[config.mk]
export PLATFORM = sky130hd
export DESIGN_NAME = load_port
export DESIGN_NICKNAME = d
export VERILOG_FILES = /design/src/include/fetch_frontend_settings.svh /design/src/source/rv32i_types.sv /design/src/source/load_port.sv
export SDC_FILE = /design/constraint.sdc
export NUM_CORES = 1
export LEC_CHECK = 0
export BUFFER_PORTS_ARGS = -buffer_cell sky130_fd_sc_hd__buf_2
export CELL_PAD_IN_SITES_DETAIL_PLACEMENT = 0
export CELL_PAD_IN_SITES_GLOBAL_PLACEMENT = 1
export CORE_MARGIN = 2
export CORE_UTILIZATION = 21
export DETAILED_ROUTE_END_ITERATION = 16
export GPL_ROUTABILITY_DRIVEN = 0
export PLACE_DENSITY_LB_ADDON = 0.1
export SYNTH_ARGS = -nofsm -noshare
export SYNTH_HDL_FRONTEND = slang
export SYNTH_SLANG_ARGS = --single-unit
[constraint.sdc]
create_clock -name clk -period 1.2 [get_ports clk]
set_clock_uncertainty 0.05 [all_clocks]
set_input_delay 0.24 -clock clk [delete_from_list [all_inputs] [get_ports clk]]
set_output_delay 0.24 -clock clk [all_outputs]
set_load 0.02 [all_outputs]
[src/include/fetch_frontend_settings.svh]
`ifndef FETCH_FRONTEND_SETTINGS_SVH
`define FETCH_FRONTEND_SETTINGS_SVH

// entries in the instruction queue, power of two
`define QUEUE_DEPTH 8

// 32-bit words in the unified memory
`define MEM_WORDS 256

// first fetch address out of reset
`define RESET_PC 32'h0000_0000

`endif
[src/source/rv32i_types.sv]
`default_nettype none

package rv32i_types;

    typedef logic [31:0] word_t;       // instruction or data word
    typedef logic [31:0] addr_t;       // byte address
    typedef logic [7:0]  mem_index_t;  // word index, addr bits 9:2

    // one entry in the instruction queue
    typedef struct packed {
        addr_t pc;
        word_t instr;
    } queue_entry_t;

    // one read request towards the memory
    typedef struct packed {
        logic  rd;
        addr_t addr;
    } mem_req_t;

    typedef enum logic [1:0] {
        FETCH_IDLE,  // free to issue a read
        FETCH_WAIT,  // read in flight, data comes next
        FETCH_DROP   // read in flight belongs to a flushed path
    } fetch_state_t;

endpackage

`default_nettype wire

[src/source/load_port.sv]
`timescale 1ns/1ps
`default_nettype none

module load_port
    import rv32i_types::*;
(
    input  logic     clk,
    input  logic     rst,
    input  logic     load_start,
    input  addr_t    load_addr,
    output logic     load_busy,
    output logic     load_done,
    output word_t    load_data,
    output mem_req_t load_req_m,
    input  logic     load_grant,
    input  logic     load_rvalid,
    input  word_t    rd_data
);

    logic  pending_q;  // request waiting for a grant
    addr_t addr_q;

    assign load_busy  = pending_q;
    assign load_req_m = '{rd: pending_q, addr: addr_q};

    // data comes back one cycle after the grant
    assign load_done = load_rvalid;
    assign load_data = rd_data;

    always_ff @(posedge clk) begin
        if (rst) begin
            pending_q <= 1'b0;
        end else if (pending_q) begin
            if (load_grant) begin
                pending_q <= 1'b0;
            end
        end else if (load_start) begin
            pending_q <= 1'b1;  // start while busy is ignored
        end
    end

    always_ff @(posedge clk) begin
        if (load_start && !pending_q) begin
            addr_q <= load_addr;
        end
    end

endmodule

`default_nettype wire

==> flow_metrics.py <==
metrics = {
    "floorplanning": {
        "die_h_um": 81.3,
        "rows": 28,
        "fp.dieArea_um2": 6620,
        "start_util_pct": 21.5,
        "pin_count": 136,
        "fp.dieW_um": 81.3,
        "core_area_um2": 5850,
    },
    "clock_tree": {
        "clkTransAtPathRegs_ns": 0.06,
        "tritoncts": "yes",
        "clock_latency_ns": 0.27,
        "cts.sink_count": 33,
        "post_cts_resized": 0,
        "cts_max_level": 2,
        "ctsRootBufferMaster": "clkbuf_8",
        "cts_setup_buffers": 0,
        "cts_hold_buf": 0,
        "clk_path_buf_depth": 2,
        "numCtsBuffers": 5,
    },
    "detailed_routing": {
        "ant_nets": 0,
        "wl_per_cell_um": 12.5,
        "drc": 0,
        "vias": 659,
        "drt_iter0_drc": 14,
        "wirelength_mm": 2.37,
        "dr.pass1.iters": 3,
        "viasPerCell": 3.47,
    },
    "global_routing": {
        "grt_pass1_wl_mm": 3.28,
        "grt_pass1_vias": 665,
        "gr-total-overflow": 0,
        "grt_max_degree": 21,
        "grtUsageTotal_pct": 7.07,
        "antenna_found_initial": 0,
    },
    "power_and_ir_drop": {
        "ir_drop_mv": 0.515,
        "power_density_nw_per_um2": 1660,
        "p_leak_uw": 0.000665,
        "power_uw": 2640,
    },
    "min_path": {
        "min_path_cells": 2,
        "hp-start": "rst",
        "holdPathEnd": "load_busy$_SDFF_PP0_",
        "hp-class": "primary input to flop",
    },
    "timing": {
        "worst_pin_slew_ns": 0.178,
        "fin_crit_sh_pct": 94.0,
        "fmax_mhz": 887,
        "slew_headroom_pct": 88.1,
        "period_minus_slack_ns": 1.13,
        "rsz0062_at_grt": "no",
        "final_max_slew_viol_count": 0,
        "tns_ns": 0,
        "hold_viol": 0,
        "final-setup-viol-count": 0,
    },
    "yosys": {
        "synthDistinctLibCells": 6,
        "yosys.area.top_type_share_pct": 76.5,
        "syn_area_per_cell_um2": 17.9,
        "syn_nets": 139,
        "synthXorXnorAreaFrac_pct": 0,
        "synthTopCellsByArea": "edfxtp_1 76%, buf_4 20%, dfxtp_1 1.6%, and2b_2 0.70%, a211oi_1 0.60%",
        "ys_seq_area_share_pct": 78.1,
        "synthCells": 70,
        "synthMuxAreaShare_pct": 0,
        "synth_top_family_by_area": "buffers and inverters",
        "synth_area_um2": 1260,
        "ys_ff_latch": 33,
        "synth_warnings": 0,
        "yosys.area.top_type": "edfxtp_1",
        "synth_compound_area_share_pct": 0.598,
        "synth_simple_gate_area_share_pct": 0.996,
        "synthAdderAreaFrac_pct": 0,
    },
    "worst_setup_path": {
        "worstPathArrival_ns": 1.06,
        "crit_type": "flop to flop",
        "crit_fanout": 20,
        "crit_start": "load_busy$_SDFF_PP0_",
        "rr_endpoint": "addr_q[12]$_DFFE_PP_",
        "r2r_slack_ns": 0.07,
        "start_kind": "flop",
        "cp-end-kind": "flop",
        "reg2reg_depth": 2,
        "crit_required_ns": 1.14,
        "rr_startpoint": "load_busy$_SDFF_PP0_",
    },
    "flow_run": {
        "maxCapViolations": 0,
    },
    "placed_design": {
        "dp_hpwl_mm": 1.87,
        "place_inst": 182,
        "numPortBuffers": 69,
    },
    "layout": {
        "nNetsFinal": 183,
        "final_cell_mix": "69 x buf_2, 32 x edfxtp_1, 5 x clkbuf_8",
        "layout_commonest_cell": "buf_2",
        "drive_gt1_share_pct": 69.6,
        "fin_cells": 190,
        "diodes": 0,
        "area_growth_pct": 26.8,
    },
    "outcome": {
        "outcome": "complete, no violations",
    },
}
-- per-stage QoR --
step | util, % | setup WS (ns) | instance area, um^2 | hold slack [ns]
after floorplan | - | -0.0289 | 1260 | 0.255
after detailed placement | 25.3 | 0.0781 | 1480 | 0.352
final | 27.2 | 0.0725 | 1590 | 0.0598
after CTS | 27.2 | 0.0401 | 1590 | 0.0427
after global routing | 27.2 | 0.0305 | 1590 | 0.0417
after global placement | 25.3 | 0.0830 | 1480 | 0.345
-- metal layers --
layer,part of all wire [%],up-vias,wire (um),track usage (%)
met5,0,-,0,0
li1,-,297,-,-
met4,2.0,0,48,3.22
met3,14,8,338,4.56
met1,31,305,739,6.53
met2,52,49,1240,12.1
-- cell type report --
cell class                 count  area (um^2)
clock buffer                   5         68.8
clock inverter                 3         41.3
fill                         604         4260
multi-input combinational      3         21.3
sequential                    33          982
tap                           75         93.8
timing repair buffer          71          385
-- report_power, final --
group / internal (uW) / switching (uW) / leakage [uW]
combinational: 109 / 161 / 0.000299
sequential: 1350 / 16.9 / 0.000315
clock: 611 / 395 / 0.0000518
total: 2070 / 573 / 0.000665
-- worst max-delay path by stage --
stage	to	slack, ns	cells after the start
finish	addr_q[12]$_DFFE_PP_	0.07	2
global route	load_req_m[7]	0.03	1
CTS	load_req_m[7]	0.04	1
detailed placement	addr_q[12]$_DFFE_PP_	0.08	2
global placement	addr_q[27]$_DFFE_PP_	0.08	2
floorplan	addr_q[0]$_DFFE_PP_	-0.03	1
-- cell families (layout without fill, tap and decap cells) --
group | count (synthesis) | count (layout)
buffers and inverters | 34 | 79
DFF | 33 | 33
and+or+nand+nor | 2 | 2
AOI/OAI and AO/OA | 1 | 1
-- cell usage after synthesis --
library cell  instances
a211oi_1              1
nor2_1                1
and2b_2               1
edfxtp_1             32
buf_4                34
dfxtp_1               1
-- registers in the layout (all words and copies together) (netlist names) --
name / count
addr_q: 32
load_busy: 1
-- critical path: stages, from the launching register on --
cell     delay, ns
dfxtp_2       0.34
and2b_4       0.28
buf_12        0.17
No activity file was read; power rests on OpenSTA's default activity.
