===== src/include/fetch_frontend_settings.svh =====
`ifndef FETCH_FRONTEND_SETTINGS_SVH
`define FETCH_FRONTEND_SETTINGS_SVH

// entries in the instruction queue, power of two
`define QUEUE_DEPTH 8

// 32-bit words in the unified memory
`define MEM_WORDS 256

// first fetch address out of reset
`define RESET_PC 32'h0000_0000

`endif

===== src/source/rv32i_types.sv =====
`default_nettype none

package rv32i_types;

    typedef logic [31:0] word_t;       // instruction or data word
    typedef logic [31:0] addr_t;       // byte address
    typedef logic [7:0]  mem_index_t;  // word index, addr bits 9:2

    // one entry in the instruction queue
    typedef struct packed {
        addr_t pc;
        word_t instr;
    } queue_entry_t;

    // one read request towards the memory
    typedef struct packed {
        logic  rd;
        addr_t addr;
    } mem_req_t;

    typedef enum logic [1:0] {
        FETCH_IDLE,  // free to issue a read
        FETCH_WAIT,  // read in flight, data comes next
        FETCH_DROP   // read in flight belongs to a flushed path
    } fetch_state_t;

endpackage

`default_nettype wire


===== src/source/fetch_unit.sv =====
`timescale 1ns/1ps
`default_nettype none

`include "fetch_frontend_settings.svh"

module fetch_unit
    import rv32i_types::*;
(
    input  logic         clk,
    input  logic         rst,
    input  logic         fetch_enable,
    input  logic         branch_flush,
    input  addr_t        redirect_pc,
    output mem_req_t     fetch_req,
    input  logic         fetch_grant,
    input  logic         fetch_rvalid,
    input  word_t        rd_data,
    input  logic         full,
    output logic         enqueue,
    output queue_entry_t wdata
);

    fetch_state_t state_q;
    fetch_state_t state_next;
    addr_t        pc_q;           // next address to fetch
    addr_t        inflight_pc_q;  // address of the read in flight
    logic         fetch_rd;

    // no new read on a flush cycle, the pc is about to change
    assign fetch_rd  = (state_q == FETCH_IDLE) && fetch_enable && !full && !branch_flush;
    assign fetch_req = '{rd: fetch_rd, addr: pc_q};

    assign enqueue = (state_q == FETCH_WAIT) && fetch_rvalid && !branch_flush;
    assign wdata   = '{pc: inflight_pc_q, instr: rd_data};

    always_comb begin
        state_next = state_q;
        case (state_q)
            FETCH_IDLE: begin
                if (fetch_grant) begin
                    state_next = FETCH_WAIT;
                end
            end
            FETCH_WAIT: begin
                if (fetch_rvalid) begin
                    state_next = FETCH_IDLE;  // word goes to the queue or is flushed there
                end else if (branch_flush) begin
                    state_next = FETCH_DROP;
                end
            end
            FETCH_DROP: begin
                if (fetch_rvalid) begin
                    state_next = FETCH_IDLE;  // stale word discarded
                end
            end
            default: state_next = FETCH_IDLE;
        endcase
    end

    always_ff @(posedge clk) begin
        if (rst) begin
            state_q <= FETCH_IDLE;
            pc_q    <= `RESET_PC;
        end else begin
            state_q <= state_next;
            if (branch_flush) begin
                pc_q <= redirect_pc;
            end else if (fetch_grant) begin
                pc_q <= pc_q + 32'd4;
            end
        end
    end

    always_ff @(posedge clk) begin
        if (fetch_grant) begin
            inflight_pc_q <= pc_q;
        end
    end

endmodule

`default_nettype wire


===== config.mk =====
export PLATFORM = sky130hd
export DESIGN_NAME = fetch_unit
export DESIGN_NICKNAME = d
export VERILOG_FILES = /design/src/source/rv32i_types.sv /design/src/source/fetch_unit.sv
export VERILOG_INCLUDE_DIRS = /design/src /design/src/include
export SDC_FILE = /design/constraint.sdc
export NUM_CORES = 1
export LEC_CHECK = 0
export ABC_AREA = 1
export BUFFER_PORTS_ARGS = -buffer_cell sky130_fd_sc_hd__buf_4
export CAP_MARGIN = 20
export CORE_UTILIZATION = 46
export CTS_CLUSTER_DIAMETER = 50
export DETAILED_ROUTE_END_ITERATION = 7
export PLACE_DENSITY = 0.79
export SETUP_SLACK_MARGIN = 0.3
export SLEW_MARGIN = 20
export SYNTH_ARGS = -nofsm -noshare
export SYNTH_HDL_FRONTEND = slang
export SYNTH_SLANG_ARGS = --single-unit

===== constraint.sdc =====
create_clock -name clk -period 1.75 [get_ports clk]
set_input_delay 0.175 -clock clk [delete_from_list [all_inputs] [get_ports clk]]
set_output_delay 0.175 -clock clk [all_outputs]
set_load 0.01 [all_outputs]

==> flow_summary.json <==
{
  "cts_tree": "yes",
  "drc": 0,
  "grtUsageTotal_pct": 24.9,
  "clockBufferDepth": 2,
  "yosysMostFrequentCell": "nand2_1",
  "timing_hold_violations_final": 0,
  "core-area_mm2": 0.00694,
  "placedCellCount": 559,
  "dieArea_mm2": 0.00771,
  "ys_types": 30,
  "drt-pass1-iter-count": 5,
  "fin_cells": 582,
  "powerDensity_mw_per_mm2": 790,
  "die_height_um": 87.8,
  "maxCapViolCount": 0,
  "cts_inserted_buffers": 9,
  "synth-warning-count": 0,
  "status": "finished clean",
  "synth_simple_gate_area_share_pct": 24.6,
  "total_power_mw": 3.55,
  "postRouteAntennaNets": 0,
  "fin_nets": 553,
  "ys_async_sr_fraction_pct": 0,
  "place_area_mm2": 0.00407,
  "dpl.hpwl_um": 6910,
  "wirelength_um": 9460,
  "wl_per_cell_um": 16.3,
  "synth_top_family_by_area": "simple AND/OR/NAND/NOR gates",
  "grt_pass1_wl_um": 14300,
  "whs_ns": 0.0570,
  "vias": 3037,
  "cts_max_level": 3,
  "gp_congestion": 0.918,
  "pin_count": 169,
  "grt_pass1_vias": 2847,
  "synth_xor_area_share_pct": 2.84,
  "hold_start": "redirect_pc[0]",
  "netlist_instances": 394,
  "ys_ff_latch": 66,
  "synth_compound_area_share_pct": 11.3,
  "rows": 30,
  "n_antenna_cell": 0,
  "finalClockSkew_ns": 0.00295,
  "slew_headroom_pct": 52.7,
  "yosys.area.top_type_share_pct": 28.4,
  "reg2reg_from": "pc_q[3]$_SDFFE_PP0N_",
  "drive_gt1_share_pct": 40.9,
  "cts_sinks": 66,
  "setup_viol": 0,
  "tightestPinTransition_ns": 0.709,
  "synth_ff_type": "dfxtp_1",
  "path_max_fanout": 3,
  "cts_root_buf": "clkbuf_8",
  "path_class": "flip-flop to flip-flop",
  "dr.first_iter.drc_count": 124,
  "netlist_area_mm2": 0.00339,
  "synth.mux.area_fraction_pct": 0,
  "overflow": 0,
  "synth_edf_count": 32,
  "crit_required_ns": 2.02,
  "slew_viol_final": 0,
  "vdd_drop_max_uv": 347,
  "worstSetupEndpointType": "flip-flop",
  "via_per_inst": 5.22,
  "yosys-top-cells-count": "79 x nand2_1, 36 x nand3_1, 34 x dfxtp_1, 33 x buf_4, 32 x edfxtp_1",
  "worstSkewPairLatency_ns": 0.34,
  "rsz0062_at_grt": "true",
  "fmax_ghz": 0.692,
  "antenna_found_initial": 0,
  "hold_class": "primary input to flip-flop",
  "post-route-period-util_pct": 82.6,
  "areaGrowthSynthToFinish_pct": 32.5,
  "hold_buffers": 0,
  "final_cell_area_mm2": 0.00449,
  "fin_setup_tns_ns": 0,
  "syn_nets": 466,
  "synth_seq_area_share_pct": 48.5,
  "clkTransAtPathRegs_ns": 0.07,
  "grt_max_degree": 30,
  "timing.final.crit_period_ns": 1.45,
  "portBuffers": 104,
  "syn_area_per_cell_um2": 8.60,
  "arrival_ns": 1.71,
  "synth_area_leaders": "edfxtp_1 28%, dfxtp_1 20%, nand2_1 8.8%",
  "start_util_pct": 48.8,
  "leakagePower_nw": 1.87,
  "nFillCells": 564,
  "startpoint_type": "flip-flop",
  "yosys.area_share.adder_pct": 0.369,
  "synth_top_area_cell": "edfxtp_1",
  "die_w_um": 87.8,
  "critPathLaunch": "pc_q[3]$_SDFFE_PP0N_"
}
## final timing paths
check | end | slack [ns] | cells after the start
worst min register to register | inflight_pc_q[0]$_DFFE_PP_ | 0.46 | 0
worst min-delay path | pc_q[0]$_SDFFE_PP0P_ | 0.06 | 3
worst max-delay path | pc_q[10]$_SDFFE_PP0N_ | 0.30 | 8
worst max register to register | pc_q[10]$_SDFFE_PP0N_ | 0.30 | 8
## power by group
group | internal [mW] | switching [mW]
sequential | 1.72 | 0.0895
combinational | 0.246 | 0.244
clock | 0.686 | 0.562
total | 2.65 | 0.895
## timing repair
action,CTS,global route
resized for setup,20,46
setup endpoints to repair,20,24
pin swaps,4,17
setup buffers,4,3
cloned,0,0
## cell type report
type	instances	area, um^2	area share, %
clock buffer	12	145	3.23
clock inverter	4	42.5	0.948
inverter	32	123	2.73
multi-input combinational	251	1440	32.2
sequential	66	1710	38.0
tap	96	120	2.68
timing repair buffer	121	908	20.2
## placed cells by master, fill, tap and decap left out, types with 2 or more instances in the layout
cell type,instances
xor2_1,10
a31oi_1,2
dfxtp_4,14
nand3_1,34
clkinv_1,2
dfxtp_2,9
nor3_1,3
a21oi_2,2
nand2_4,3
edfxtp_1,32
nand2_1,71
and2_1,2
dfxtp_1,11
clkbuf_8,10
nand4_1,6
nor2_1,20
a22oi_1,20
a21oi_1,28
nor2_2,6
o21ai_0,10
clkbuf_1,2
nor2_4,14
nand2_2,10
inv_1,30
nand3_4,2
buf_4,121
## routing by layer
metal | GRT usage [%] | vias up | part of all wire, %
li1 | - | 1470 | -
met1 | 29.4 | 1404 | 39
met2 | 41.2 | 128 | 50
met3 | 5.37 | 35 | 7.5
met4 | 15.6 | 0 | 3.6
met5 | 0 | - | 0
## worst max-delay path, cell delays in order (launching register included)
cell and delay [ns]:
dfxtp_4 0.36, ha_4 0.15, nand2_4 0.06, nor2_4 0.12
buf_4 0.15, buf_4 0.12, nand3_1 0.11, xor2_1 0.18
a21oi_1 0.14
## through the flow
| stage | setup slack, ns | util (%) |
|---|---|---|
| after floorplan | 0.346 | - |
| after global placement | 0.258 | 58.6 |
| after detailed placement | 0.167 | 58.6 |
| after CTS | 0.265 | 62.4 |
| after global routing | 0.238 | 64.6 |
| final | 0.304 | 64.6 |
## cells by family (layout without fill, tap and decap cells)
kind of cell,after synthesis,count (layout)
DFF,66,66
and+or+nand+nor,175,175
buffers and inverters,77,169
AOI/OAI and AO/OA,64,64
xor gates and xnor gates,11,11
adders and majority gates,1,1
## registers in the layout, summed over array words and instances (netlist names)
signal and flops:
pc_q 32, inflight_pc_q 32, state_q 2
No activity file was read; power rests on OpenSTA's default activity.
