**src/include/fetch_frontend_settings.svh**
```systemverilog
`ifndef FETCH_FRONTEND_SETTINGS_SVH
`define FETCH_FRONTEND_SETTINGS_SVH

// entries in the instruction queue, power of two
`define QUEUE_DEPTH 8

// 32-bit words in the unified memory
`define MEM_WORDS 256

// first fetch address out of reset
`define RESET_PC 32'h0000_0000

`endif
```
**src/source/rv32i_types.sv**
```systemverilog
`default_nettype none

package rv32i_types;

    typedef logic [31:0] word_t;       // instruction or data word
    typedef logic [31:0] addr_t;       // byte address
    typedef logic [7:0]  mem_index_t;  // word index, addr bits 9:2

    // one entry in the instruction queue
    typedef struct packed {
        addr_t pc;
        word_t instr;
    } queue_entry_t;

    // one read request towards the memory
    typedef struct packed {
        logic  rd;
        addr_t addr;
    } mem_req_t;

    typedef enum logic [1:0] {
        FETCH_IDLE,  // free to issue a read
        FETCH_WAIT,  // read in flight, data comes next
        FETCH_DROP   // read in flight belongs to a flushed path
    } fetch_state_t;

endpackage

`default_nettype wire

```
**src/source/instr_queue.sv**
```systemverilog
`timescale 1ns/1ps
`default_nettype none

`include "fetch_frontend_settings.svh"

module instr_queue
    import rv32i_types::*;
#(
    parameter int DEPTH = `QUEUE_DEPTH
) (
    input  logic         clk,
    input  logic         rst,
    input  logic         branch_flush,
    input  queue_entry_t wdata,
    input  logic         enqueue,
    input  logic         dequeue,
    output queue_entry_t rdata,
    output logic         full,
    output logic         empty
);

    localparam int IDX_W = $clog2(DEPTH);

    logic [IDX_W:0] head_q;     // top bit is the wrap bit
    logic [IDX_W:0] tail_q;
    logic [IDX_W:0] head_next;
    logic [IDX_W:0] tail_next;

    queue_entry_t     entries [DEPTH];
    logic [DEPTH-1:0] valid_q;  // per entry validity

    logic full_now;
    logic empty_now;
    logic do_enq;
    logic do_deq;

    // status of the pointers as they stand this cycle, used to gate operations
    assign full_now  = (tail_q[IDX_W-1:0] == head_q[IDX_W-1:0]) &&
                       (tail_q[IDX_W] != head_q[IDX_W]);
    assign empty_now = (tail_q[IDX_W-1:0] == head_q[IDX_W-1:0]) &&
                       (tail_q[IDX_W] == head_q[IDX_W]);

    assign do_enq = enqueue && !full_now && !branch_flush;  // flush wins
    assign do_deq = dequeue && !empty_now && !branch_flush;

    always_comb begin
        head_next = head_q;
        tail_next = tail_q;
        if (branch_flush) begin
            head_next = '0;
            tail_next = '0;
        end else begin
            if (do_enq) begin
                tail_next = tail_q + 1'b1;
            end
            if (do_deq) begin
                head_next = head_q + 1'b1;
            end
        end
    end

    // status after this cycle's operations
    assign full  = (tail_next[IDX_W-1:0] == head_next[IDX_W-1:0]) &&
                   (tail_next[IDX_W] != head_next[IDX_W]);
    assign empty = (tail_next[IDX_W-1:0] == head_next[IDX_W-1:0]) &&
                   (tail_next[IDX_W] == head_next[IDX_W]);

    always_comb begin
        if (empty_now && do_enq) begin
            rdata = wdata;  // entry lands this cycle, show it early
        end else if (valid_q[head_q[IDX_W-1:0]]) begin
            rdata = entries[head_q[IDX_W-1:0]];
        end else begin
            rdata = '0;
        end
    end

    always_ff @(posedge clk) begin
        if (rst) begin
            head_q  <= '0;
            tail_q  <= '0;
            valid_q <= '0;
        end else begin
            head_q <= head_next;
            tail_q <= tail_next;
            if (branch_flush) begin
                valid_q <= '0;
            end else begin
                if (do_enq) begin
                    valid_q[tail_q[IDX_W-1:0]] <= 1'b1;
                end
                if (do_deq) begin
                    valid_q[head_q[IDX_W-1:0]] <= 1'b0;  // popped slot no longer valid
                end
            end
        end
    end

    always_ff @(posedge clk) begin
        if (do_enq) begin
            entries[tail_q[IDX_W-1:0]] <= wdata;
        end
    end

endmodule

`default_nettype wire

```
**config.mk**
```make
export PLATFORM = sky130hd
export DESIGN_NAME = instr_queue
export DESIGN_NICKNAME = d
export VERILOG_FILES = /design/src/source/rv32i_types.sv /design/src/source/instr_queue.sv
export VERILOG_INCLUDE_DIRS = /design/src /design/src/include
export SDC_FILE = /design/constraint.sdc
export NUM_CORES = 1
export LEC_CHECK = 0
export ABC_AREA = 1
export BUFFER_PORTS_ARGS = -buffer_cell sky130_fd_sc_hd__buf_4
export CORE_ASPECT_RATIO = 1.1
export CORE_MARGIN = 2
export CORE_UTILIZATION = 60
export DETAILED_ROUTE_END_ITERATION = 8
export PLACE_DENSITY = 0.79
export SETUP_SLACK_MARGIN = 0.15
export SKIP_LAST_GASP = 1
export SYNTH_ARGS = -nofsm -noshare
export SYNTH_HDL_FRONTEND = slang
export SYNTH_SLANG_ARGS = --single-unit
```
**constraint.sdc**
```tcl
create_clock -name clk -period 4.9 [get_ports clk]
set_input_delay 0.245 -clock clk [delete_from_list [all_inputs] [get_ports clk]]
set_output_delay 0.245 -clock clk [all_outputs]
set_load 0.005 [all_outputs]
```
==> summary.md, run 1 <==
| Metric | Value |
|---|---|
| Post-synth ARST share | `0%` |
| Top post-synthesis cells by count | `edfxtp_1, nor2_1, o21ai_0` |
| CP Max Fanout | `93` |
| RR Startpoint | `head_q[0]` |
| Kind of critical path | `reg -> out` |
| Main combinational cell family by area after synthesis | `compound AO/OA/AOI/OAI gates` |
| Final setup violation count | `0` |
| Final Slew Violations | `0` |
| Post-route DRC | `0` |
| Slowest cell on the critical path | `dfxtp_4` |
| Crit Reg-Reg Endpoint | `entries[2][40]` |
| Hold WS | `138 ps` |
| Worst-Skew Late Latency | `570 ps` |
| Share of layout cells above drive strength 1 | `16.1%` |
| #FFs+latches synth | `528` |
| Worst min path class | `in -> reg` |
| Met3 Track Usage GR | `4.39%` |
| Post-synth EDFFs | `512` |
| Vias in the first global route | `13,579` |
| Clock skew | `27.0 ps` |
| CTS root buffer | `clkbuf_16` |
| Core ar. | `34,100 sq um` |
| Reg2Reg Depth | `9` |
| Synth area leader | `edfxtp_1` |
| Cells after synthesis | `1,499` |
| Synth unique cells | `34` |
| GR peak layer | `met2` |
| Fmax | `0.233 GHz` |
| Setup bufs post-CTS | `0` |
| Slew headroom | `28.4%` |
| Syn Area/Cell | `13.8 sq um` |
| Iteration count of the initial detailed-routing pass | `5` |
| Status | `finished, final reports clean` |
| Register area | `15,700 sq um` |
| Synth Cell Area | `20,800 sq um` |
| Clock sinks | `528` |
| Min-Delay Path Depth | `4` |
| Initial Util | `60.8%` |
| Worst-Margin Slew | `1070 ps` |
| Top FF cell, synth | `edfxtp_1` |
| Post-CTS Resized | `0` |
| Total stage count of the critical path | `7` |
| Hold buffer count at CTS | `65` |
| Kind of end point of the critical path | `primary output` |
| GRT met1 Usage | `37.2%` |
| Final Cycle Share | `87.6%` |
| Synth Area in Simple Gates | `7.37%` |
| Library cell with the highest instance count after synthesis | `edfxtp_1` |
| Layout net count | `1,748` |
| Minimum clock period | `4290 ps` |
| GRT Util Overall | `27.8%` |
| Leakage | `8.17 nW` |
| Antenna Nets Post-Route | `0` |
| CP Launch Point | `head_q[0]` |
| Crit path DAT | `4050 ps` |
| Number of vias per cell | `6.32` |
| Placed inst area | `22,200 sq um` |
| Seq pwr share | `53.9%` |
| Largest net degree at the start of global routing | `111` |
| Max-cap violations | `0` |
| Setup_tns | `0 ps` |
| GPL Wtd Cong | `0.809` |
| Top area cells in the synthesized netlist | `edfxtp_1, o21ai_0, nor2_1, a211oi_1, o22ai_1` |
| Global-route wire length before repair | `76.8 mm` |
| Setup crit start kind | `register` |
| Hpwl dp | `25.5 mm` |
| Final wirelength | `49.8 mm` |
| Area of the multi-input gates | `4550 sq um` |
| Synth Warn # | `0` |
| Clk network pwr share | `41.5%` |
| Post-Synth XOR/XNOR Area | `0.247%` |
| CTS tree | `yes` |
| Top-area cell type share of the netlist area | `74.1%` |
| Chip height | `199 um` |
| Area grow syn2layout | `18.0%` |
| Worst hold endpoint | `valid_q[3]` |
| Worst Path Required | `4660 ps` |
| Mux share of post-synthesis cell area | `0%` |
| # H-tree levels | `2` |
| Synth Area in Adders | `0.121%` |
| Hold Fails Final Rpt | `0` |
| Sequential area share after synthesis | `75.6%` |
| Hold path start | `branch_flush` |
| Fin area | `24,500 sq um` |
| Die W | `181 um` |
| Buffers added on ports | `134` |
| Clock Path Buffers | `3` |
| Antenna violations before repair | `2` |
| CP Cell Sequence | `inv_6 > o21ai_0 > o21ai_0 > o22ai_4 > buf_4 > o21ai_1 > buf_4` |
| DR WL/cell | `23.1 um` |
| Sw Ratio | `19.9%` |
| GRT overflow | `0` |
| Max incr delay on CP | `980 ps` |
| Fillcell total | `2,122` |
| P per Cell Area | `378 nW/um^2` |
| Initial drt markers | `1,752` |
| Reg clk slew, reported paths | `60 ps` |
| Compound-Gate Fraction of Synth Area | `13.8%` |
| CTS buffer count | `49` |
| Row cnt | `71` |
| Via count | `13,641` |
| Psw | `1.85 mW` |
| IR drop worst, VDD | `0.325 mV` |
| Critical path buffer and inverter count | `3` |
| Total I/O pin count | `135` |
| RSZ-0062 raised after global routing | `no` |
| CP delay by family, top | `compound AO/OA/AOI/OAI gates` |
| R2R setup slack | `1240 ps` |
| Logic pwr share | `4.6%` |
| Die area | `36,100 sq um` |
| Met2 usage | `46.1%` |
| Pint | `7.42 mW` |
| Synthesized net count | `1,570` |
[logic make-up after synthesis]
group           Yosys count
flops                   528
compound gates          469
simple gates            364
buf+inv                 131
xor+xnor                  5
fa+ha+maj                 2
[how the worst max path moves through the flow]
stage | end | slack, ps
after floorplan | valid_q[5] | 630
after global placement | rdata[16] | 1330
after detailed placement | entries[2][37] | 1290
after CTS | rdata[63] | 680
after global routing | rdata[34] | 450
final | rdata[34] | 610
[power by group through the flow]
| stage | Combinational, mW | Sequential (mW) | Clock [mW] |
|---|---|---|---|
| after floorplan | 0.160 | 5.09 | 0 |
| after global placement | 0.365 | 5.09 | 0 |
| after detailed placement | 0.376 | 5.09 | 0 |
| after CTS | 0.421 | 4.99 | 3.87 |
| after global routing | 0.461 | 4.99 | 4.05 |
| final | 0.427 | 4.99 | 3.84 |
[sequential cells by signal, summed over array words and instances, names as in the netlist]
signal,cells
head_q,4
tail_q,4
valid_q,8
entries,512
[per-layer routing]
metal	share of wire, %	vias to the layer above
li1	-	6068
met1	39	6746
met2	50	710
met3	8.3	115
met4	3.1	2
met5	0.026	-
[layout make-up]
class	count	area share, %
Antenna cell	1	0.0102
Clock buffer	69	5.57
Clock inverter	23	1.09
Inverter	32	0.511
Multi-Input combinational cell	840	18.6
Sequential cell	528	64.1
Tap cell	438	2.24
Timing Repair Buffer	226	7.90
[worst reg2reg max path, stage by stage (launching register included)]
cell	delay, ps
dfxtp_4	980
inv_6	450
nand2_1	190
nand2_2	90
nand4_2	170
nand2_4	100
inv_2	120
nand2_1	230
nor2_4	600
buf_12	400
[layout by cell type (no fill, tap or decap), types with 7 or more instances in the layout]
master / synthesis / final
nand3_1: 80 / 80
nand2_1: 50 / 50
o21ai_1: 45 / 45
clkinv_2: 0 / 7
o21ai_2: 16 / 16
inv_1: 28 / 26
o21ai_0: 216 / 216
edfxtp_1: 512 / 512
o2bb2ai_1: 44 / 44
clkbuf_1: 64 / 16
o22ai_1: 73 / 73
dlygate4sd3_1: 0 / 65
nor2_1: 225 / 214
dfxtp_1: 16 / 15
a211oi_1: 64 / 64
clkinv_1: 0 / 7
nor2_4: 1 / 12
clkbuf_16: 0 / 51
buf_4: 2 / 155
[through the flow]
step | std cells | total power, mW | setup WS [ps] | utilization (%)
floorplan | 1499 | 5.25 | 629 | -
global placement | 1999 | 5.45 | 1330 | 65.1
detailed placement | 1999 | 5.47 | 1290 | 65.1
CTS | 2156 | 9.28 | 681 | 71.8
global route | 2157 | 9.51 | 446 | 71.8
finish | 2157 | 9.26 | 605 | 71.8
(Power assumes the default switching activity.)
==> run 2: changes to the inputs <==
Settings changed: CORE_UTILIZATION 60 to 63, CTS_BUF_LIST set to sky130_fd_sc_hd__clkbuf_2 sky130_fd_sc_hd__clkbuf_4 sky130_fd_sc_hd__clkbuf_8, PLACE_DENSITY 0.79 to 0.82.
==> summary.md, run 2 (synthesized netlist as in run 1, its figures left out) <==
| Metric | Value |
|---|---|
| Max reg flops | `512 (unchanged)` |
| Most common cell after layout, fill and taps aside | `edfxtp_1 (unchanged)` |
| Layout net count | `1,778 (was 1,748)` |
| P per Cell Area | `362 nW/um^2 (was 378 nW/um^2)` |
| CTS root buffer | `clkbuf_8 (was clkbuf_16)` |
| GRT overflow | `0 (unchanged)` |
| Max-cap violations | `0 (unchanged)` |
| Slew headroom | `40.7% (was 28.4%)` |
| Row cnt | `69 (was 71)` |
| GRT Util Overall | `28.8% (was 27.8%)` |
| Leakage | `8.16 nW (was 8.17 nW)` |
| Kind of critical path | `reg -> out (unchanged)` |
| Overall Power | `8.83 mW (was 9.26 mW)` |
| Initial Util | `64.1% (was 60.8%)` |
| Clock sinks | `528 (unchanged)` |
| Final setup violation count | `0 (unchanged)` |
| Die area | `34,400 sq um (was 36,100 sq um)` |
| Final wirelength | `48.9 mm (was 49.8 mm)` |
| # H-tree levels | `3 (was 2)` |
| Number of vias per cell | `6.30 (was 6.32)` |
| Setup bufs post-CTS | `0 (unchanged)` |
| Crit path DAT | `3600 ps (was 4050 ps)` |
| Slowest cell on the critical path | `nor2_4 (was dfxtp_4)` |
| Minimum clock period | `3840 ps (was 4290 ps)` |
| Setup crit start kind | `register (unchanged)` |
| Die W | `177 um (was 181 um)` |
| Initial drt markers | `1,610 (was 1,752)` |
| Core ar. | `32,400 sq um (was 34,100 sq um)` |
| Share of layout cells above drive strength 1 | `18.7% (was 16.1%)` |
| Placed cell count | `1,987 (was 1,999)` |
| Worst-Skew Late Latency | `600 ps (was 570 ps)` |
| Setup_tns | `0 ps (unchanged)` |
| Post-route DRC | `0 (unchanged)` |
| Final Slew Violations | `0 (unchanged)` |
| Final Cycle Share | `78.4% (was 87.6%)` |
| RSZ-0062 raised after global routing | `no (unchanged)` |
| Most frequent cells in the layout | `edfxtp_1, o21ai_0, nor2_1 (unchanged)` |
| Crit path top cell by count | `o21ai_0` |
| Area grow syn2layout | `17.4% (was 18.0%)` |
| Reg clk slew, reported paths | `60 ps (about the same)` |
| Hpwl dp | `24.8 mm (was 25.5 mm)` |
| Worst Path Required | `4660 ps (about the same)` |
| Chip height | `194 um (was 199 um)` |
| GPL Wtd Cong | `0.855 (was 0.809)` |
| Total I/O pin count | `135 (unchanged)` |
| CP Cell Sequence | `inv_2 > nor2_4 > buf_4 > o21ai_0 > o21ai_0 > a211oi_1 > o21ai_0 > buf_4 (was inv_6 > o21ai_0 > o21ai_0 > o22ai_4 > buf_4 > o21ai_1 > buf_4)` |
| IR drop worst, VDD | `0.301 mV (was 0.325 mV)` |
| CTS buffer count | `79 (was 49)` |
| Buffers added on ports | `134 (unchanged)` |
| Antenna violations before repair | `1 (was 2)` |
| Global-route wire length before repair | `75.0 mm (was 76.8 mm)` |
| Clock skew | `24.4 ps (was 27.0 ps)` |
| Worst-Margin Slew | `889 ps (was 1070 ps)` |
| Antenna Nets Post-Route | `0 (unchanged)` |
| Post-CTS Resized | `0 (unchanged)` |
| CP Max Fanout | `34 (was 93)` |
| Kind of end point of the critical path | `primary output (unchanged)` |
| Fmax | `0.260 GHz (was 0.233 GHz)` |
| Layout Cells excl Fill | `2,190 (was 2,157)` |
| CTS tree | `yes (unchanged)` |
| Status | `finished, final reports clean (unchanged)` |
| Worst min path class | `in -> reg (unchanged)` |
| Iteration count of the initial detailed-routing pass | `6 (was 5)` |
| Largest net degree at the start of global routing | `86 (was 111)` |
| Hold Fails Final Rpt | `0 (unchanged)` |
| Max incr delay on CP | `670 ps (was 980 ps)` |
| DR WL/cell | `22.3 um (was 23.1 um)` |
| Vias in the first global route | `13,817 (was 13,579)` |
| Clock Path Buffers | `3 (unchanged)` |
| Post-Route Utilization | `75.2% (was 71.8%)` |
| Via count | `13,803 (was 13,641)` |
-- run 2: cell count changes in the layout (fill, tap and decap cells not counted), moves of 5 or more --
cell	change
bufinv_16	-5
clkbuf_16	-51
clkbuf_4	+27
clkinv_1	+7
clkbuf_8	+81
clkbuf_1	-16
-- run 2: final timing paths --
kind / slack [ps] / to / from / cells past startpoint
max: 1060 / rdata[17] / head_q[2] / 8
min: 110 / valid_q[3] / branch_flush / 4
max reg2reg: 1890 / entries[4][46] / head_q[0] / 9
min reg2reg: 540 / valid_q[4] / valid_q[4] / 2
-- run 2: timing repair --
action                                  4_1_cts  5_1_grt
hold buffers                                 65        0
hold endpoints to repair                    517        0
endpoints found under the setup margin        0        0
-- run 2: per-layer routing --
layer | vias up | wire length, um | GRT usage [%]
met3 | 155 | 4520 | 4.97
met1 | 6700 | 18400 | 38.0
li1 | 6131 | - | -
met4 | 0 | 1810 | 13.9
met2 | 817 | 24200 | 46.8
met5 | - | 0 | 0
-- run 2: where the power goes --
part | leakage (nW) | internal (mW) | switching (mW) | total [mW]
combinational | 2.62 | 0.175 | 0.252 | 0.427
clock | 0.789 | 1.82 | 1.59 | 3.41
sequential | 4.76 | 4.98 | 0.00990 | 4.99
-- run 2: through the flow --
step / cell area (sq um) / hold WS (ps) / setup WS (ps)
after detailed placement: 22200 / 471 / 1780
after floorplan: 20800 / 317 / 629
after global placement: 22200 / 464 / 1910
after global routing: 24400 / 109 / 910
after CTS: 24400 / 66.9 / 1090
final: 24400 / 106 / 1060
-- run 2: worst max-delay path: cells and delay by family (launching register included) --
family,cells,cell delay (ps)
buffers and inverters,3,840
AND/OR/NAND/NOR,1,670
flip-flops,1,540
AO/OA/AOI/OAI,4,920
-- run 2: area by class of cell --
type                    count  area [sq um]
clock buffers             110          1350
repair buffers            226          1950
diodes                      1          2.50
fillers                  1855          8020
clock inverters            27           153
inverters                  32           125
multi-input cells         840          4550
flip-flops and latches    528         15700
well taps                 426           533
