File: src/include/fetch_frontend_settings.svh
`ifndef FETCH_FRONTEND_SETTINGS_SVH
`define FETCH_FRONTEND_SETTINGS_SVH

// entries in the instruction queue, power of two
`define QUEUE_DEPTH 8

// 32-bit words in the unified memory
`define MEM_WORDS 256

// first fetch address out of reset
`define RESET_PC 32'h0000_0000

`endif
File: src/source/rv32i_types.sv
`default_nettype none

package rv32i_types;

    typedef logic [31:0] word_t;       // instruction or data word
    typedef logic [31:0] addr_t;       // byte address
    typedef logic [7:0]  mem_index_t;  // word index, addr bits 9:2

    // one entry in the instruction queue
    typedef struct packed {
        addr_t pc;
        word_t instr;
    } queue_entry_t;

    // one read request towards the memory
    typedef struct packed {
        logic  rd;
        addr_t addr;
    } mem_req_t;

    typedef enum logic [1:0] {
        FETCH_IDLE,  // free to issue a read
        FETCH_WAIT,  // read in flight, data comes next
        FETCH_DROP   // read in flight belongs to a flushed path
    } fetch_state_t;

endpackage

`default_nettype wire

File: src/source/mem_arbiter.sv
`timescale 1ns/1ps
`default_nettype none

module mem_arbiter
    import rv32i_types::*;
(
    input  logic     clk,
    input  logic     rst,
    input  mem_req_t load_req_m,
    input  mem_req_t fetch_req,
    output logic     load_grant,
    output logic     fetch_grant,
    output mem_req_t mem_req,
    output logic     load_rvalid,
    output logic     fetch_rvalid
);

    logic load_won_q;   // last cycle's read belongs to the load port
    logic fetch_won_q;  // last cycle's read belongs to fetch

    // fixed priority, load first
    assign load_grant  = load_req_m.rd;
    assign fetch_grant = fetch_req.rd && !load_req_m.rd;

    always_comb begin
        if (load_grant) begin
            mem_req = load_req_m;
        end else begin
            mem_req = fetch_req;  // rd low here when nobody asks
        end
    end

    // steer the returning memory word to its owner
    assign load_rvalid  = load_won_q;
    assign fetch_rvalid = fetch_won_q;

    always_ff @(posedge clk) begin
        if (rst) begin
            load_won_q  <= 1'b0;
            fetch_won_q <= 1'b0;
        end else begin
            load_won_q  <= load_grant;
            fetch_won_q <= fetch_grant;
        end
    end

endmodule

`default_nettype wire

File: config.mk
export PLATFORM = sky130hd
export DESIGN_NAME = mem_arbiter
export DESIGN_NICKNAME = d
export VERILOG_FILES = /design/src/include/fetch_frontend_settings.svh /design/src/source/rv32i_types.sv /design/src/source/mem_arbiter.sv
export SDC_FILE = /design/constraint.sdc
export NUM_CORES = 1
export LEC_CHECK = 0
export ABC_AREA = 1
export BUFFER_PORTS_ARGS = -buffer_cell sky130_fd_sc_hd__buf_4
export CORE_MARGIN = 2
export CORE_UTILIZATION = 26
export CTS_BUF_LIST = sky130_fd_sc_hd__clkbuf_16
export CTS_CLUSTER_DIAMETER = 150
export DETAILED_ROUTE_END_ITERATION = 6
export PLACE_DENSITY = 0.8
export SLEW_MARGIN = 40
export SYNTH_ARGS = -nofsm -noshare
export SYNTH_HDL_FRONTEND = slang
export SYNTH_SLANG_ARGS = --single-unit
File: constraint.sdc
create_clock -name clk -period 0.86 [get_ports clk]
set_clock_uncertainty 0.1 [all_clocks]
set_input_delay 0.129 -clock clk [delete_from_list [all_inputs] [get_ports clk]]
set_output_delay 0.129 -clock clk [all_outputs]
set_load 0.05 [all_outputs]
==> impl_metrics.py, run 1 <==
metrics = {
    "status": {
        "outcome": "aborted with a tool error",
        "last-stage-reached": "clock tree synthesis",
        "first_logged_error_message": "[ERROR DPL-0038] Utilization greater than 100%, impossible to legalize",
    },
    "synthesis": {
        "commonest_cells_in_the_synthesized_netlist": "sky130_fd_sc_hd__nand2_1 (81), sky130_fd_sc_hd__nand2_2 (16), sky130_fd_sc_hd__buf_6 (3), sky130_fd_sc_hd__clkbuf_8 (3), sky130_fd_sc_hd__dfxtp_1 (2)",
        "synth.lib_cells_used.distinct": 12,
        "synthesis.yosys.warnings": 0,
        "synth.top_cells.by_area": "sky130_fd_sc_hd__nand2_1 (53%), sky130_fd_sc_hd__nand2_2 (17%), sky130_fd_sc_hd__clkbuf_8 (7.1%)",
        "yosysTopAreaCellShare_pct": 52.6,
        "post-synth-top-count-cell": "sky130_fd_sc_hd__nand2_1",
        "synth.yosys.seq_area_share_pct": 6.93,
        "synth_flop_cell": "sky130_fd_sc_hd__dfxtp_1",
        "synth.net_count": 180,
        "synthesis.area_um2": 578,
        "synth-seq-cells": 2,
        "synth_largest_area_cell": "sky130_fd_sc_hd__nand2_1",
        "syn_inst": 112,
        "synthesis.area_per_instance_um2": 5.16,
        "async_reset_ff_share_pct": 0,
        "edff_count_synth": 0,
    },
    "clock_network": {
        "cts_post_setup_buffers_inserted": 0,
        "cts_buffer_depth": 2,
        "cts-buffers-inserted": 3,
        "cts.root.buffer_cell": "sky130_fd_sc_hd__clkbuf_16",
        "cts_sinks": 2,
        "cts-htree-levels": 1,
        "cts_resized": 129,
        "ctsHoldBuffers": 1,
    },
    "die": {
        "boundaryPins": 105,
        "floorplan.die.width_um": 51.2,
        "rows": 17,
        "die-height_um": 51.2,
        "start_util_pct": 26.9,
    },
    "placement": {
        "pre_cts_ws_ps": -272,
        "place.port_buffers": 104,
        "dp.final_hpwl_um": 2120,
        "gpl.final_weighted_congestion": 0.716,
    },
}
-- logic make-up after synthesis --
group,after synthesis,share of synthesized area [%]
and+or+nand+nor,100,72.7
DFF,2,6.93
buffers and inverters,10,20.3
-- per-stage QoR --
stage | hold slack (ps) | cell area (um^2) | std cells
2_1_floorplan | 95.9 | 810 | 112
3_3_place_gp | 197 | 1550 | 239
3_5_place_dp | 200 | 1550 | 239
==> inputs of run 2 (changes only) <==
- CORE_AREA: not set -> 2 2 63 65
- CORE_MARGIN: 2 -> not set
- CORE_UTILIZATION: 26 -> not set
- CTS_BUF_LIST: sky130_fd_sc_hd__clkbuf_16 -> not set
- CTS_CLUSTER_DIAMETER: 150 -> not set
- DIE_AREA: not set -> 0 0 65 67
- PLACE_DENSITY: 0.8 -> not set
- PLACE_DENSITY_LB_ADDON: not set -> 0.15
==> run 2 against run 1 <==
- synthesized area is the same
- the flow now finishes, with violations (setup timing)
- synthesized cell count is the same
==> impl_metrics.py, run 2 <==
metrics = {
    "global_routing": {
        "grt_start_max_net_pins": 18,
        "first_global_vias": 1155,
        "grt_antenna_before_repair": 0,
        "gr-total-overflow": 0,
        "grt_pass1_wl_um": 5130,
        "grt.total_usage_pct": 15.4,
    },
    "worst_setup_path": {
        "worst_path_required_time_ps": 630,
        "worstPathMaxFanout": 6,
        "timing_worst_setup_path_type": "in -> out",
        "timing.critical_path.to_type": "primary output",
        "critical_path.cell_chain": "buf_16 -> buf_8 -> or2_4 -> buf_6",
        "critical_path.startpoint_type": "input port",
        "timing.critical_path.slowest_cell_delay_ps": 220,
        "critPathArrivalTime_ps": 780,
        "critPathLaunch": "load_req_m[32]",
        "slowest_stage": "sky130_fd_sc_hd__or2_4",
    },
    "die": {
        "floorplan.core_area_um2": 3610,
        "start_util_pct": 16.0,
        "boundaryPins": 105,
        "die-height_um": 67,
        "rows": 22,
        "floorplan.die_area_um2": 4360,
        "floorplan.die.width_um": 65,
    },
    "synthesis": {
        "synth-seq-cells": 2,
        "synth_flop_cell": "sky130_fd_sc_hd__dfxtp_1",
        "synth.top_cells.by_area": "sky130_fd_sc_hd__nand2_1 (53%), sky130_fd_sc_hd__nand2_2 (17%), sky130_fd_sc_hd__clkbuf_8 (7.1%)",
        "synth.lib_cells_used.distinct": 12,
        "edff_count_synth": 0,
        "yosysTopAreaCellShare_pct": 52.6,
        "syn_inst": 112,
        "commonest_cells_in_the_synthesized_netlist": "sky130_fd_sc_hd__nand2_1 (81), sky130_fd_sc_hd__nand2_2 (16), sky130_fd_sc_hd__buf_6 (3), sky130_fd_sc_hd__clkbuf_8 (3), sky130_fd_sc_hd__dfxtp_1 (2)",
        "synth.net_count": 180,
        "async_reset_ff_share_pct": 0,
        "post-synth-top-count-cell": "sky130_fd_sc_hd__nand2_1",
        "synthesis.area_um2": 578,
        "synthesis.area_per_instance_um2": 5.16,
        "synth_largest_area_cell": "sky130_fd_sc_hd__nand2_1",
        "synth.yosys.seq_area_share_pct": 6.93,
        "synthesis.yosys.warnings": 0,
    },
    "clock_network": {
        "cts-htree-levels": 1,
        "cts_buffer_depth": 2,
        "cts.root.buffer_cell": "sky130_fd_sc_hd__clkbuf_8",
        "cts_sinks": 2,
        "cts-buffers-inserted": 3,
        "clk_pin_slew_ps": 30,
        "cts_tree": "yes",
    },
    "placement": {
        "dp.final_hpwl_um": 2070,
        "gpl.final_weighted_congestion": 0.700,
        "place.port_buffers": 104,
    },
    "timing": {
        "rsz0062_at_grt": "true",
        "setup_viol": 36,
        "report.final.slew_viol_count": 0,
        "fmax_ghz": 0.993,
        "final.period_utilization_pct": 117,
        "post-route-worst-setup-slack_ps": -147,
        "timing.final.hold_violations": 0,
        "finalHoldWorstSlack_ps": 101,
        "post-route-min-period_ps": 1010,
        "max_slew.worst_pin.slew_ps": 174,
        "max-slew-margin-rel_pct": 88.3,
    },
    "finish": {
        "layout.filler_cells": 336,
        "most_common_library_cell_in_the_layout_ignoring_fill_and_taps": "sky130_fd_sc_hd__buf_4",
        "area_growth_pct": 274,
        "share_of_layout_cells_above_drive_strength_1_pct": 82.8,
        "post-route-util_pct": 60.0,
        "most-common-layout-cells": "sky130_fd_sc_hd__buf_4 (66), sky130_fd_sc_hd__nand2_4 (42), sky130_fd_sc_hd__nand2_1 (37), sky130_fd_sc_hd__buf_8 (35), sky130_fd_sc_hd__nand2_2 (17)",
        "n_antenna_cell": 0,
        "final_net_count": 291,
    },
    "power": {
        "irDropWorstVdd_mv": 0.429,
        "p_leak_nw": 1.14,
        "powerDensity_nw_per_um2": 970,
    },
    "routing": {
        "total_wirelength_um": 3280,
        "avgViaCountPerCell": 4.00,
        "mean_routed_wirelength_per_cell_um": 12.2,
        "drt-pass1-iter-count": 4,
        "detailedRoute.firstIterationViolations": 15,
        "drcViolationCount": 0,
        "vias": 1075,
        "postRouteAntennaNets": 0,
    },
    "status": {
        "violations_in_the_final_reports": "setup timing",
        "outcome": "finished, violations left",
    },
    "hold_path": {
        "min_from": "fetch_req[32]",
        "hold_path.class": "in -> reg",
    },
    "flow_run": {
        "number_of_max_cap_violations": 0,
    },
}
-- run 2: cell counts after synthesis --
Identical to the previous run, type by type.
-- run 2: layout make-up --
class                   count  area [um^2]  share of cell area (%)
clock buffers               3         41.3                    1.91
inverters                   2         27.5                    1.27
multi-input cells         100          764                    35.3
flip-flops and latches      2         42.5                    1.97
well taps                  48         60.1                    2.78
repair buffers            111         1190                    55.0
repair inverters            3         37.5                    1.74
-- run 2: cells by family after synthesis --
logic type | Yosys count | synth area share, %
simple gates | 100 | 72.7
flops | 2 | 6.93
buf+inv | 10 | 20.3
-- run 2: what timing repair did --
action                                  CTS  global route
pin swaps                                 2             1
cloned                                    5             0
hold endpoints to repair                  2             0
hold buffers                              1             0
resized for setup                       106            17
endpoints found under the setup margin   36            39
buffers inserted                          1             0
-- run 2: report_power, final --
part           switching [mW]  internal [mW]  total, mW
registers             0.00260         0.0989      0.102
clock network          0.0741          0.296      0.370
logic                   0.884          0.743       1.63
total                   0.961           1.14       2.10
-- run 2: per-layer routing --
metal	part of all wire (%)	vias up	track usage, %
met4	0	0	4.79
met2	54	63	29.1
met5	0	-	0
li1	-	552	-
met1	36	460	16.2
met3	11	0	4.56
-- run 2: stage by stage --
| stage | total power [mW] | cell area [um^2] | setup WS, ps | cells | setup TNS, ps |
|---|---|---|---|---|---|
| after floorplan | 0.924 | 810 | -59.3 | 112 | -761 |
| after global placement | 1.35 | 1580 | -256 | 260 | -7610 |
| after detailed placement | 1.35 | 1580 | -272 | 260 | -7900 |
| after CTS | 2.08 | 2110 | -138 | 270 | -2460 |
| after global routing | 2.20 | 2160 | -164 | 269 | -3120 |
| final | 2.10 | 2160 | -147 | 269 | -2370 |
-- run 2: final timing paths --
path / endpoint / slack, ps / cells after the start
worst min-delay path: fetch_rvalid / 100 / 3
worst max-delay path: mem_req[32] / -150 / 4
-- run 2: worst max-delay path, delay by kind of cell --
kind / cells / cell delay [ps]
buffers and inverters: 3 / 420
and+or+nand+nor: 1 / 220
Power figures use the tool's default switching activity.
==> inputs of run 3 (changes only) <==
- SETUP_SLACK_MARGIN: not set -> 0.05
==> run 3 against run 2 <==
- the run ends with hold timing, setup timing left
- sequential cell count unchanged
- critical endpoint unchanged
- hold slack worse by 120 ps
- worst setup slack better by 25 ps
==> impl_metrics.py, run 3 (same netlist as run 2, synthesis figures left out) <==
metrics = {
    "routing": {
        "mean_routed_wirelength_per_cell_um": 12.4,
        "total_wirelength_um": 3360,
        "avgViaCountPerCell": 4.06,
        "drcViolationCount": 0,
        "postRouteAntennaNets": 0,
        "detailedRoute.firstIterationViolations": 10,
        "vias": 1101,
        "drt-pass1-iter-count": 3,
    },
    "finish": {
        "most_common_library_cell_in_the_layout_ignoring_fill_and_taps": "sky130_fd_sc_hd__buf_4",
        "n_antenna_cell": 0,
        "most-common-layout-cells": "sky130_fd_sc_hd__buf_4 (69), sky130_fd_sc_hd__nand2_4 (42), sky130_fd_sc_hd__buf_8 (34), sky130_fd_sc_hd__nand2_2 (32), sky130_fd_sc_hd__nand2_1 (21)",
        "area_growth_pct": 293,
        "share_of_layout_cells_above_drive_strength_1_pct": 89.7,
        "final_net_count": 293,
    },
    "global_routing": {
        "grt_pass1_wl_um": 4690,
        "gr-total-overflow": 0,
        "grt.total_usage_pct": 13.5,
        "first_global_vias": 1091,
        "grt_start_max_net_pins": 20,
        "grt_antenna_before_repair": 0,
    },
    "die": {
        "floorplan.die_area_um2": 4360,
        "die-height_um": 67,
        "rows": 22,
        "floorplan.core_area_um2": 3610,
        "floorplan.die.width_um": 65,
        "start_util_pct": 16.0,
        "boundaryPins": 105,
    },
    "power": {
        "power_switching_share_pct": 45.6,
        "clkPwrFrac_pct": 16.8,
        "power.switching_mw": 0.976,
        "combinationalPowerShare_pct": 78.5,
        "power_frac_seq_pct": 4.7,
        "post-layout-total-power_mw": 2.14,
        "power.internal_mw": 1.17,
        "irDropWorstVdd_mv": 0.478,
        "p_leak_nw": 1.18,
        "powerDensity_nw_per_um2": 943,
    },
    "timing": {
        "post-route-min-period_ps": 982,
        "fmax_ghz": 1.02,
        "max-slew-margin-rel_pct": 90.0,
        "post-route-worst-setup-slack_ps": -122,
        "report.final.slew_viol_count": 0,
        "final.period_utilization_pct": 114,
        "setup_viol": 36,
        "rsz0062_at_grt": "true",
        "totalNegativeSetupSlack_ps": -2350,
        "finalHoldWorstSlack_ps": -15.9,
        "max_slew.worst_pin.slew_ps": 149,
        "timing.final.hold_violations": 2,
    },
    "status": {
        "violations_in_the_final_reports": "hold timing, setup timing",
        "outcome": "finished, violations left",
    },
    "clock_network": {
        "cts-buffers-inserted": 3,
        "clk_pin_slew_ps": 30,
        "cts_sinks": 2,
        "cts.root.buffer_cell": "sky130_fd_sc_hd__clkbuf_8",
        "cts_buffer_depth": 2,
        "cts-htree-levels": 1,
        "cts_tree": "yes",
    },
    "worst_setup_path": {
        "cpLargestDelayFamily": "buffers and inverters",
        "critPathArrivalTime_ps": 750,
        "worst_path_required_time_ps": 630,
        "critical_path.cell_chain": "buf_16 -> buf_8 -> or2_1 -> buf_6",
        "timing.critical_path.slowest_cell_delay_ps": 210,
        "slowest_stage": "sky130_fd_sc_hd__or2_1",
        "worstPathMaxFanout": 7,
        "critical_path.startpoint_type": "input port",
        "critical_path_buf_inv_count": 3,
        "timing_worst_setup_path_type": "in -> out",
        "timing.critical_path.to_type": "primary output",
    },
    "flow_run": {
        "number_of_max_cap_violations": 0,
    },
    "hold_path": {
        "hold_path.class": "in -> reg",
    },
    "placement": {
        "gpl.final_weighted_congestion": 0.612,
        "dp.final_hpwl_um": 2040,
        "pre_cts_ws_ps": -279,
        "place.port_buffers": 104,
    },
}
[run 3: final cells by class]
type,instances,area [um^2]
Clock buffer,3,41.3
Fill cell,320,1340
Inverter,2,37.5
Multi-Input combinational cell,100,808
Sequential cell,2,42.5
Tap cell,48,60.1
Timing Repair Buffer,113,1220
Timing Repair inverter,3,57.6
[run 3: routing by layer]
metal / part of all wire (%) / routed length, um / vias to the layer above / global-route usage (%)
met5: 0 / 0 / - / 0
met4: 0.56 / 19 / 0 / 2.93
met3: 11 / 362 / 2 / 4.22
met2: 51 / 1720 / 71 / 24.1
met1: 38 / 1260 / 477 / 15.8
li1: - / - / 551 / -
[run 3: worst paths after layout]
kind                            from           to  slack, ps  depth (start not counted)
worst max-delay path  load_req_m[32]  mem_req[32]       -120                          4
worst min-delay path             rst  load_rvalid        -20                          2
[run 3: what timing repair did]
action | CTS | global route
gates resized for setup | 88 | 42
hold endpoints to repair | 2 | 2
gates cloned | 2 | 5
endpoints found under the setup margin | 37 | 36
pin swaps | 1 | 4
buffers inserted | 0 | 1
[run 3: metrics by stage]
stage | util (%) | area (um^2) | std cells
final | 63.0 | 2270 | 271
after global routing | 63.0 | 2270 | 271
after CTS | 55.8 | 2010 | 265
after detailed placement | 44.6 | 1610 | 260
after global placement | 44.6 | 1610 | 260
after floorplan | - | 848 | 112
[run 3: power by group through the flow]
stage | sequential (mW) | clock (mW) | combinational [mW]
2_1_floorplan | 0.117 | 0 | 0.829
3_3_place_gp | 0.101 | 0 | 1.27
3_5_place_dp | 0.101 | 0 | 1.27
4_1_cts | 0.101 | 0.373 | 1.55
5_1_grt | 0.102 | 0.379 | 1.76
6_report | 0.102 | 0.360 | 1.68
==> inputs of run 4 (changes only) <==
- clock period: 0.86 -> 1 ns (I/O delays scaled with it)
==> run 4 against run 3 <==
- highest routed layer unchanged
- sequential cell count stayed put
- worst setup slack better by 86 ps
- cell area is 13% lower
- final cell count is 2.6% lower
- critical path depth stayed put
- wire length is 13% lower
- sequential share of layout area is 0.16 points higher
- the run ends with setup timing left
==> impl_metrics.py, run 4 (same netlist as run 2, synthesis figures left out) <==
metrics = {
    "timing": {
        "post-route-min-period_ps": 1040,
        "fmax_ghz": 0.966,
        "rsz0062_at_grt": "true",
        "totalNegativeSetupSlack_ps": -77.5,
        "final.period_utilization_pct": 104,
        "setup_viol": 4,
        "post-route-worst-setup-slack_ps": -35.4,
        "timing.final.hold_violations": 0,
        "report.final.slew_viol_count": 0,
        "max-slew-margin-rel_pct": 90.3,
        "max_slew.worst_pin.slew_ps": 146,
    },
    "die": {
        "floorplan.core_area_um2": 3610,
        "floorplan.die_area_um2": 4360,
        "floorplan.die.width_um": 65,
        "die-height_um": 67,
        "start_util_pct": 16.0,
        "boundaryPins": 105,
        "rows": 22,
    },
    "clock_network": {
        "cts-htree-levels": 1,
        "cts_sinks": 2,
        "cts-buffers-inserted": 3,
        "ctsHoldBuffers": 0,
        "cts_buffer_depth": 2,
        "clk_pin_slew_ps": 30,
        "cts.root.buffer_cell": "sky130_fd_sc_hd__clkbuf_8",
        "cts_tree": "yes",
    },
    "routing": {
        "avgViaCountPerCell": 4.01,
        "total_wirelength_um": 2930,
        "vias": 1059,
        "detailedRoute.firstIterationViolations": 17,
        "drcViolationCount": 0,
        "drt-pass1-iter-count": 4,
        "mean_routed_wirelength_per_cell_um": 11.1,
        "postRouteAntennaNets": 0,
    },
    "status": {
        "outcome": "finished, violations left",
        "violations_in_the_final_reports": "setup timing",
    },
    "power": {
        "powerDensity_nw_per_um2": 863,
        "p_leak_nw": 1.04,
        "irDropWorstVdd_mv": 0.367,
        "post-layout-total-power_mw": 1.70,
    },
    "worst_setup_path": {
        "critical_path.startpoint_type": "input port",
        "critical_path.most_common_cell": "sky130_fd_sc_hd__buf_12",
        "critical_path.cell_chain": "buf_12 -> buf_12 -> or2_1 -> buf_6",
        "worst_path_required_time_ps": 750,
        "critPathArrivalTime_ps": 790,
        "timing_worst_setup_path_type": "in -> out",
        "slowest_stage": "sky130_fd_sc_hd__or2_1",
        "timing.critical_path.to_type": "primary output",
        "worstPathMaxFanout": 6,
        "timing.critical_path.slowest_cell_delay_ps": 210,
    },
    "finish": {
        "n_antenna_cell": 0,
        "most-common-layout-cells": "sky130_fd_sc_hd__buf_4 (69), sky130_fd_sc_hd__nand2_1 (43), sky130_fd_sc_hd__nand2_4 (30), sky130_fd_sc_hd__buf_8 (25), sky130_fd_sc_hd__nand2_2 (24)",
        "finish.cell_count_without_fillers": 264,
        "fin_area_um2": 1970,
        "area_growth_pct": 240,
        "final_net_count": 286,
        "share_of_layout_cells_above_drive_strength_1_pct": 78.2,
        "most_common_library_cell_in_the_layout_ignoring_fill_and_taps": "sky130_fd_sc_hd__buf_4",
    },
    "global_routing": {
        "grt_pass1_wl_um": 4450,
        "first_global_vias": 1086,
        "gr-total-overflow": 0,
        "grt.met2_usage_pct": 27.8,
        "grt.total_usage_pct": 13.0,
        "gr-usage-met3_pct": 2.70,
        "grt_antenna_before_repair": 0,
        "grt.busiest_layer": "met2",
        "global_route.usage.met1_pct": 11.8,
        "grt_start_max_net_pins": 35,
    },
    "hold_path": {
        "hold_path.class": "in -> reg",
        "worst_hold_path.num_cells": 2,
    },
    "flow_run": {
        "number_of_max_cap_violations": 0,
    },
    "placement": {
        "postPlaceCellArea_um2": 1560,
        "gpl.final_weighted_congestion": 0.627,
        "place.port_buffers": 104,
        "dp.final_hpwl_um": 2030,
        "place_inst": 259,
    },
}
==> run 4: cell types whose count changed in the layout (fill, tap and decap cells not counted), moves of 3 or more <==
| cell | change |
|---|---|
| sky130_fd_sc_hd__buf_6 | +6 |
| sky130_fd_sc_hd__buf_8 | -9 |
| sky130_fd_sc_hd__nand2_4 | -12 |
| sky130_fd_sc_hd__clkbuf_16 | -3 |
| sky130_fd_sc_hd__nand2_2 | -8 |
| sky130_fd_sc_hd__nand2_1 | +22 |
==> run 4: power by group <==
group	switching, mW	internal (mW)	total, mW
clock	0.0581	0.254	0.312
combinational	0.714	0.585	1.30
sequential	0.00115	0.0843	0.0854
total	0.773	0.924	1.70
==> run 4: final cells by class <==
cell class	count	area, um^2
clock buffers	3	41.3
fillers	375	1640
inverters	2	37.5
multi-input cells	100	666
flip-flops and latches	2	40.0
well taps	48	60.1
repair buffers	109	1120
==> run 4: worst max-delay path: cells and delay by family <==
| family | cells | cell delay (ps) |
|---|---|---|
| and+or+nand+nor | 1 | 210 |
| buffers and inverters | 3 | 420 |
==> run 4: per-stage QoR <==
stage | setup slack, ps | util, % | hold slack (ps)
6_report | -35.4 | 54.5 | 5.54
4_1_cts | -37.2 | 53.2 | 1.07
2_1_floorplan | 38.7 | - | 117
5_1_grt | -50.2 | 54.5 | 6.01
3_3_place_gp | -137 | 43.2 | 220
3_5_place_dp | -147 | 43.2 | 219
==> run 4: final timing paths <==
check	start	end	slack, ps
max	load_req_m[32]	mem_req[32]	-40
min	rst	load_rvalid	6
==> run 4: per-layer routing <==
| layer | vias to the layer above | share of wire, % |
|---|---|---|
| met5 | - | 0 |
| met4 | 0 | 0.65 |
| met3 | 2 | 11 |
| met2 | 63 | 57 |
| met1 | 460 | 31 |
| li1 | 534 | - |
==> run 4: what timing repair did <==
action                     in CTS  in global routing
pin swaps                       1                  0
resized for setup              75                 11
setup endpoints to repair      34                 35
hold endpoints to repair        0                  0
buffers inserted                0                  0
cloned                          2                  0
